File: config.mk
export PLATFORM = sky130hd
export DESIGN_NAME = audio_out_top
export DESIGN_NICKNAME = d
export VERILOG_FILES = /design/src/rtl/audio_fmt_pkg.sv /design/src/rtl/audio_clk_pkg.sv /design/src/rtl/audio_out_top.sv /design/src/rtl/i2s_tx.sv /design/src/rtl/channel_mixer.sv /design/src/rtl/sample_clk_gen.sv
export SDC_FILE = /design/constraint.sdc
export NUM_CORES = 1
export LEC_CHECK = 0
export BUFFER_PORTS_ARGS = -buffer_cell sky130_fd_sc_hd__buf_2
export CAP_MARGIN = 15
export CORE_ASPECT_RATIO = 1.25
export CORE_UTILIZATION = 61
export DETAILED_ROUTE_END_ITERATION = 7
export HOLD_SLACK_MARGIN = 0.1
export PLACE_DENSITY = 0.8
export SYNTH_ARGS = -nofsm -noshare
export SYNTH_HDL_FRONTEND = slang
export SYNTH_SLANG_ARGS = --single-unit
File: constraint.sdc
create_clock -name clk -period 7.8 [get_ports clk]
set_clock_uncertainty 0.1 [all_clocks]
set_input_delay 0.39 -clock clk [delete_from_list [all_inputs] [get_ports clk]]
set_output_delay 0.39 -clock clk [all_outputs]
set_load 0.1 [all_outputs]
File: src/rtl/audio_fmt_pkg.sv
//##################
// Sample format definitions for the audio output stage.
// Holds the voice and converter widths and the pan routing modes
// used by the mixer, the transmitter and the top level.
//##################
package audio_fmt_pkg;

    // Width of each signed voice sample from the synthesis core.
    localparam int VOICE_WIDTH = 16;

    // Width of each channel word sent to the converter.
    localparam int DAC_WIDTH = 24;

    // A sum of two voices needs one extra bit.
    localparam int SUM_WIDTH = VOICE_WIDTH + 1;

    // Left shift that places the 17-bit sum at the top of the DAC word.
    localparam int MIX_SHIFT = DAC_WIDTH - SUM_WIDTH;

    // Which output buses a voice feeds.
    typedef enum logic [1:0] {
        PAN_MUTE   = 2'd0,
        PAN_LEFT   = 2'd1,
        PAN_RIGHT  = 2'd2,
        PAN_CENTER = 2'd3
    } pan_mode_t;

endpackage

File: src/rtl/audio_clk_pkg.sv
//##################
// Clock and frame timing constants for the audio output stage.
// Imported by the sample divider and the I2S transmitter so that the
// sample rate and the I2S frame rate always agree.
//##################
package audio_clk_pkg;

    // System clock rate in Hz.
    localparam int CLK_FREQ = 12_288_000;

    // Output sample rate in Hz.
    localparam int SAMPLE_FREQ = 48_000;

    // System clocks per output sample.
    localparam int SAMPLE_DIV = CLK_FREQ / SAMPLE_FREQ;

    // Bit clocks in one stereo I2S frame, 32 per channel.
    localparam int BITS_PER_FRAME = 64;

    // System clocks per half period of the bit clock.
    // One frame then lasts exactly one sample period.
    localparam int SCLK_DIV = CLK_FREQ / (SAMPLE_FREQ * BITS_PER_FRAME) / 2;

    // Counter widths derived from the constants above.
    localparam int SAMPLE_CNT_W = $clog2(SAMPLE_DIV);
    localparam int SCLK_CNT_W = $clog2(SCLK_DIV);
    localparam int BIT_CNT_W = $clog2(BITS_PER_FRAME);

endpackage
File: src/rtl/audio_out_top.sv
//##################
// Top level of the audio output stage.
// Connects the sample divider, the channel mixer and the I2S
// transmitter. Voices and pans are levels from the synthesis core.
//##################
`timescale 1ns/100ps

module audio_out_top import audio_fmt_pkg::*; (
    input  logic                          clk,
    input  logic                          rst,
    input  logic signed [VOICE_WIDTH-1:0] voice_a,
    input  logic signed [VOICE_WIDTH-1:0] voice_b,
    input  pan_mode_t                     pan_a,
    input  pan_mode_t                     pan_b,
    output logic                          i2s_sclk,
    output logic                          i2s_ws,
    output logic                          i2s_sd
);

    // One pulse per output sample.
    logic sample_clk_en;

    // Mixed stereo pair and its valid strobe.
    logic signed [DAC_WIDTH-1:0] mix_left;
    logic signed [DAC_WIDTH-1:0] mix_right;
    logic                        mix_strobe;

    sample_clk_gen u_sample_clk_gen (
        .clk           (clk),
        .rst           (rst),
        .sample_clk_en (sample_clk_en)
    );

    channel_mixer u_channel_mixer (
        .clk           (clk),
        .rst           (rst),
        .sample_clk_en (sample_clk_en),
        .voice_a       (voice_a),
        .voice_b       (voice_b),
        .pan_a         (pan_a),
        .pan_b         (pan_b),
        .mix_left      (mix_left),
        .mix_right     (mix_right),
        .mix_strobe    (mix_strobe)
    );

    // The transmitter sees the words as raw bit patterns.
    i2s_tx u_i2s_tx (
        .clk        (clk),
        .rst        (rst),
        .mix_strobe (mix_strobe),
        .mix_left   (mix_left),
        .mix_right  (mix_right),
        .i2s_sclk   (i2s_sclk),
        .i2s_ws     (i2s_ws),
        .i2s_sd     (i2s_sd)
    );

endmodule

File: src/rtl/i2s_tx.sv
//##################
// Double-buffered I2S transmitter.
// Takes a stereo pair on each mix strobe and sends it as standard
// 64-bit I2S frames, MSB first, with 24 data bits per channel.
// The bit clock and all pins are derived from the system clock.
//##################
`timescale 1ns/100ps

module i2s_tx import audio_clk_pkg::*; import audio_fmt_pkg::*; (
    input  logic                 clk,
    input  logic                 rst,
    input  logic                 mix_strobe,
    input  logic [DAC_WIDTH-1:0] mix_left,
    input  logic [DAC_WIDTH-1:0] mix_right,
    output logic                 i2s_sclk,
    output logic                 i2s_ws,
    output logic                 i2s_sd
);

    // Internal bit clock, one system clock ahead of the pin.
    logic [SCLK_CNT_W-1:0] half_cnt;
    logic                  half_end;
    logic                  sclk_p0;
    logic                  bit_adv;

    // Index of the bit within the frame, 0 is the left MSB.
    logic [BIT_CNT_W-1:0] bit_cnt;
    logic                 frame_end;

    // Stage 0 takes new samples, stage 1 is the frame being sent.
    logic [DAC_WIDTH-1:0] left_stage0;
    logic [DAC_WIDTH-1:0] right_stage0;
    logic [DAC_WIDTH-1:0] left_stage1;
    logic [DAC_WIDTH-1:0] right_stage1;

    // Bit selection for the serial output.
    logic                 right_half;
    logic [BIT_CNT_W-2:0] slot;
    logic [DAC_WIDTH-1:0] word_sel;
    logic [DAC_WIDTH-1:0] word_shift;
    logic                 ws_next;

    assign half_end = (half_cnt == SCLK_CNT_W'(SCLK_DIV - 1));

    // The internal clock is about to fall, so the next bit begins.
    assign bit_adv = half_end && sclk_p0;

    assign frame_end = bit_adv && (bit_cnt == BIT_CNT_W'(BITS_PER_FRAME - 1));

    always_ff @(posedge clk) begin
        if (rst) begin
            half_cnt <= '0;
            sclk_p0  <= 1'b0;
        end else begin
            if (half_end) begin
                half_cnt <= '0;
                sclk_p0  <= ~sclk_p0;
            end else begin
                half_cnt <= half_cnt + 1'b1;
            end
        end
    end

    // The bit counter wraps naturally at the frame length.
    always_ff @(posedge clk) begin
        if (rst) begin
            bit_cnt <= '0;
        end else if (bit_adv) begin
            bit_cnt <= bit_cnt + 1'b1;
        end
    end

    // A strobe always lands in stage 0.
    // Stage 1 is reloaded only between frames, so a frame on the wire
    // never mixes two samples.
    always_ff @(posedge clk) begin
        if (rst) begin
            left_stage0  <= '0;
            right_stage0 <= '0;
            left_stage1  <= '0;
            right_stage1 <= '0;
        end else begin
            if (mix_strobe) begin
                left_stage0  <= mix_left;
                right_stage0 <= mix_right;
            end
            if (frame_end) begin
                left_stage1  <= left_stage0;
                right_stage1 <= right_stage0;
            end
        end
    end

    // The upper counter bit picks the channel, the rest is the slot.
    assign right_half = bit_cnt[BIT_CNT_W-1];
    assign slot       = bit_cnt[BIT_CNT_W-2:0];
    assign word_sel   = right_half ? right_stage1 : left_stage1;

    // Shifting the word left by the slot puts the wanted bit at the top.
    // Slots past the data width shift everything out and send zeros.
    assign word_shift = word_sel << slot;

    // WS goes high one bit before the right MSB and low one bit before
    // the left MSB.
    assign ws_next = (bit_cnt >= BIT_CNT_W'(BITS_PER_FRAME / 2 - 1)) &&
                     (bit_cnt != BIT_CNT_W'(BITS_PER_FRAME - 1));

    // The pins follow the internal state by one clock.
    // The bit counter moves with the internal falling edge, so WS and
    // SD change together with the falling edge of the pin clock.
    always_ff @(posedge clk) begin
        if (rst) begin
            i2s_sclk <= 1'b0;
            i2s_ws   <= 1'b0;
            i2s_sd   <= 1'b0;
        end else begin
            i2s_sclk <= sclk_p0;
            i2s_ws   <= ws_next;
            i2s_sd   <= word_shift[DAC_WIDTH-1];
        end
    end

endmodule

File: src/rtl/channel_mixer.sv
//##################
// Two-voice stereo mixer.
// Routes each voice to the left bus, the right bus, both or neither
// according to its pan mode, and widens the sums to the DAC width.
// New words are registered on the sample enable, the strobe follows.
//##################
`timescale 1ns/100ps

module channel_mixer import audio_fmt_pkg::*; (
    input  logic                        clk,
    input  logic                        rst,
    input  logic                        sample_clk_en,
    input  logic signed [VOICE_WIDTH-1:0] voice_a,
    input  logic signed [VOICE_WIDTH-1:0] voice_b,
    input  pan_mode_t                   pan_a,
    input  pan_mode_t                   pan_b,
    output logic signed [DAC_WIDTH-1:0] mix_left,
    output logic signed [DAC_WIDTH-1:0] mix_right,
    output logic                        mix_strobe
);

    // Bus enables decoded from the pan modes.
    logic left_en_a;
    logic right_en_a;
    logic left_en_b;
    logic right_en_b;

    // Sign-extended voices and the per-bus sums.
    logic signed [SUM_WIDTH-1:0] ext_a;
    logic signed [SUM_WIDTH-1:0] ext_b;
    logic signed [SUM_WIDTH-1:0] sum_left;
    logic signed [SUM_WIDTH-1:0] sum_right;

    // Maps a pan mode onto {left enable, right enable}.
    function automatic logic [1:0] pan_route(input pan_mode_t pan);
        logic [1:0] route;
        case (pan)
            PAN_LEFT:   route = 2'b10;
            PAN_RIGHT:  route = 2'b01;
            PAN_CENTER: route = 2'b11;
            default:    route = 2'b00;
        endcase
        return route;
    endfunction

    always_comb begin
        {left_en_a, right_en_a} = pan_route(pan_a);
        {left_en_b, right_en_b} = pan_route(pan_b);
    end

    // One extra sign bit is enough, since two 16-bit values cannot
    // overflow a 17-bit sum.
    assign ext_a = {voice_a[VOICE_WIDTH-1], voice_a};
    assign ext_b = {voice_b[VOICE_WIDTH-1], voice_b};

    // A voice that does not feed a bus contributes zero to it.
    assign sum_left  = (left_en_a ? ext_a : '0) + (left_en_b ? ext_b : '0);
    assign sum_right = (right_en_a ? ext_a : '0) + (right_en_b ? ext_b : '0);

    // The sums are left aligned in the DAC word, so the low MIX_SHIFT
    // bits are always zero.
    always_ff @(posedge clk) begin
        if (rst) begin
            mix_left   <= '0;
            mix_right  <= '0;
            mix_strobe <= 1'b0;
        end else begin
            mix_strobe <= sample_clk_en;
            if (sample_clk_en) begin
                mix_left  <= {sum_left, {MIX_SHIFT{1'b0}}};
                mix_right <= {sum_right, {MIX_SHIFT{1'b0}}};
            end
        end
    end

endmodule

File: src/rtl/sample_clk_gen.sv
//##################
// Sample rate divider.
// Produces a one-cycle enable every SAMPLE_DIV system clocks, which
// paces the mixer and therefore the whole output stage.
//##################
`timescale 1ns/100ps

module sample_clk_gen import audio_clk_pkg::*; (
    input  logic clk,
    input  logic rst,
    output logic sample_clk_en
);

    // Free-running position inside the current sample period.
    logic [SAMPLE_CNT_W-1:0] div_cnt;
    logic                    div_wrap;

    // The counter is at its last value of the period.
    assign div_wrap = (div_cnt == SAMPLE_CNT_W'(SAMPLE_DIV - 1));

    // The pulse is registered on the wrap, so the first one appears
    // SAMPLE_DIV cycles after reset is released.
    always_ff @(posedge clk) begin
        if (rst) begin
            div_cnt       <= '0;
            sample_clk_en <= 1'b0;
        end else begin
            sample_clk_en <= div_wrap;
            if (div_wrap) begin
                div_cnt <= '0;
            end else begin
                div_cnt <= div_cnt + 1'b1;
            end
        end
    end

endmodule

==> flow_summary_export.csv <==
group,metric,value,unit
cts,cts-buffers-inserted,17,
sta,setup_viol,0,
routing,vias_per_cell,5.83,
sta,max_freq,358,MHz
sta,setup_repair_after_global_routing_missed_its_margin,"false",
cts,cts_htree_levels,4,
floorplan,die-area,11100,µm²
placed_design,placement.setup.worst_slack,4.72,ns
grt,maximum_number_of_pins_on_one_net_before_global_route_repair,69,
floorplan,core_area,10300,µm²
power,peakVddDrop,0.120,mV
routing,routed-wl-met2,7030,µm
finish,area.growth.synth_to_final,12.8,%
outcome,outcome,"completed",
cts,holdBufCountCts,0,
cts,post_cts_resized,0,
routing,drt-met1-wl,6300,µm
synthesis,yosys_most_used_dff,"dfxtp_1",
sta,final_hold_viol_count,0,
sta,slew_violations,0,
synthesis,ys_seq_elements,123,
placed_design,finalWeightedCongestion,1.02,
synthesis,synth_enable_flop_cells,0,
routing,via_count,5239,
setup_path,timing.critical_path.arrival,3.02,ns
setup_path,critical_path.startpoint_type,"flip-flop",
synthesis,synthesis.yosys.warnings,0,
floorplan,die_width,94.4,µm
synthesis,postSynthAreaPerCell,8.85,µm²
synthesis,ys_async_sr_fraction,0,
setup_path,cp_data_required_time,8.03,ns
sta,finalWorstSetupSlack,5.01,ns
setup_path,worst-r2r-setup-slack,5.01,ns
sta,slew-limit-headroom,0.233,
cts,ctsRootBufferMaster,"clkbuf_16",
setup_path,maximum_net_fanout_on_the_critical_path,34,
sta,post-route-period-util,0.358,
synthesis,ys_types,60,
placed_design,instance_count_after_placement_with_tap_cells_included,867,
finish,net_count_of_the_finished_layout,832,
synthesis,postSynthCellCount,736,
cts,tritoncts,"yes",
sta,timing_worst_slew_pin_value,1.15,ns
cts,post-cts-setup-buffer-count,0,
cts,cts_sinks,123,
power,p_leak,0.00287,µW
grt,antenna_violations_before_repair,0,
routing,top_layer_used,"met4",
cts,clk_latency,0.40,ns
grt,global_route.overflow_total,0,
setup_path,worstSetupEndpointType,"flip-flop",
finish,fin_cells,899,
sta,layout_min_cycle_time,2.79,ns
cts,cts_buffer_depth,2,
power,power_density,213,nW/µm²
synthesis,seq_area_frac_synth,0.378,
placed_design,place.detailed.hpwl,9890,µm
flow_run,total_of_max_cap_violations,0,
sta,setup_tns,0,ns
floorplan,floorplan.rows,41,
grt,grt_pass1_wl,23800,µm
routing,detailed_router_iteration_count_before_antenna_repair,4,
placed_design,placement.io_buffers,40,
setup_path,path_class,"reg2reg",
grt,grt.total_usage,0.269,
grt,number_of_global_route_vias_before_repair,5167,
synthesis,synthesized_net_count,810,
synthesis,syn_area,6510,µm²
routing,drt_wl_cell,15.6,µm
floorplan,die_y,118,µm
finish,diodes,0,
routing,drt-total-wl,14100,µm
finish,post-route-util,0.716,
routing,ant_nets,0,
floorplan,floorplan.initialDensity,0.635,
routing,route.met3.wl,450,µm
routing,dr.first_iter.drc_count,254,
finish,post_route_cells_drive_above_1_share,0.126,
routing,drcViolationCount,0,
floorplan,ioPinCount,41,
cts,clk_pin_slew,0.05,ns
min_path,worst_hold_path_type,"reg2reg",
-- path summary, 6_finish.rpt --
kind	from	endpoint	cells after the start
hold / removal	u_i2s_tx.left_stage1[18]$_SDFFE_PP0P_	u_i2s_tx.left_stage1[18]$_SDFFE_PP0P_	2
hold reg to reg	u_i2s_tx.left_stage1[18]$_SDFFE_PP0P_	u_i2s_tx.left_stage1[18]$_SDFFE_PP0P_	2
setup / recovery	u_i2s_tx.bit_cnt[0]$_SDFFE_PP0P_	u_i2s_tx.right_stage1[16]$_SDFFE_PP0P_	5
setup reg to reg	u_i2s_tx.bit_cnt[0]$_SDFFE_PP0P_	u_i2s_tx.right_stage1[16]$_SDFFE_PP0P_	5
-- layer usage --
layer  track usage  up-vias
li1              -     2601
met4         0.100        0
met3        0.0491       31
met2         0.447      134
met1         0.343     2473
met5             0        -
-- report_power, final --
part | internal (µW) | leakage [µW] | switching, µW
Combinational | 57.1 | 0.00157 | 78.4
Clock | 531 | 0.000303 | 259
Sequential | 632 | 0.000993 | 4.62
Total | 1220 | 0.00287 | 342
-- state kept, by name, summed over array words and instances (netlist names) --
| name | count |
|---|---|
| u_channel_mixer.mix_left | 17 |
| u_channel_mixer.mix_strobe | 1 |
| u_i2s_tx.right_stage1 | 17 |
| u_i2s_tx.bit_cnt | 6 |
| u_i2s_tx.i2s_ws | 1 |
| u_i2s_tx.half_cnt | 1 |
| u_channel_mixer.mix_right | 17 |
| u_i2s_tx.i2s_sd | 1 |
| u_sample_clk_gen.sample_clk_en | 1 |
| u_i2s_tx.left_stage1 | 17 |
| u_i2s_tx.i2s_sclk | 1 |
| u_i2s_tx.right_stage0 | 17 |
| u_sample_clk_gen.div_cnt | 8 |
| u_i2s_tx.sclk_p0 | 1 |
| u_i2s_tx.left_stage0 | 17 |
-- layout by cell type (no fill, tap or decap), types with 12 or more instances in the layout --
master / synthesis / routed
nand3_1: 12 / 12
xor2_1: 18 / 18
and2_1: 65 / 65
buf_2: 6 / 39
o21ai_0: 15 / 15
dfxtp_1: 123 / 121
nand2_1: 82 / 82
ha_1: 34 / 34
a21o_1: 13 / 13
xnor2_1: 14 / 14
a21oi_1: 52 / 52
mux2i_1: 55 / 55
nor2_1: 87 / 87
clkbuf_16: 0 / 17
-- synth_stat cells, types with 4 or more instances --
master	instances	share of area
a211oi_1	9	0.010
a21o_1	13	0.015
a21oi_1	52	0.040
a31oi_1	5	0.0048
and2_1	65	0.062
and3_1	7	0.0067
buf_2	6	0.0046
clkbuf_1	32	0.018
dfxtp_1	123	0.38
ha_1	34	0.065
inv_1	9	0.0052
mux2i_1	55	0.085
mux4_2	9	0.031
nand2_1	82	0.047
nand2b_1	11	0.011
nand3_1	12	0.0092
nor2_1	87	0.050
nor3_1	4	0.0031
nor3b_1	4	0.0046
o211ai_1	6	0.0069
o21a_1	8	0.0092
o21ai_0	15	0.012
o22ai_1	6	0.0058
or2_2	5	0.0048
xnor2_1	14	0.019
xor2_1	18	0.024
-- logic make-up after synthesis --
family,count (synthesis),share of synthesized area
multiplexers,65,0.117
AND/OR/NAND/NOR,292,0.217
adder cells (fa/ha/maj),36,0.0715
AO/OA/AOI/OAI,139,0.142
buffers and inverters,49,0.0306
XOR/XNOR,32,0.0431
flip-flops,123,0.378
-- stage by stage --
stage	instance area, µm²	hold slack [ns]	power, µW
after floorplan	6510	0.325	748
after global placement	6730	0.336	779
after detailed placement	6730	0.343	782
after CTS	7330	0.353	1570
after global routing	7340	0.366	1620
final	7340	0.352	1560
-- layout make-up --
type | count | area [µm²]
multi-input cells | 564 | 3850
fillers | 789 | 2920
flip-flops and latches | 123 | 2460
clock buffers | 23 | 488
repair buffers | 43 | 233
well taps | 129 | 161
clock inverters | 8 | 115
inverters | 9 | 33.8
-- worst max-delay path: stages, from the launching register on --
cell,delay [ns]
dfxtp_1,0.76
ha_1,0.28
and3_1,0.25
and3_1,0.95
nand2_1,0.19
a21oi_1,0.19
(Power assumes the default switching activity.)
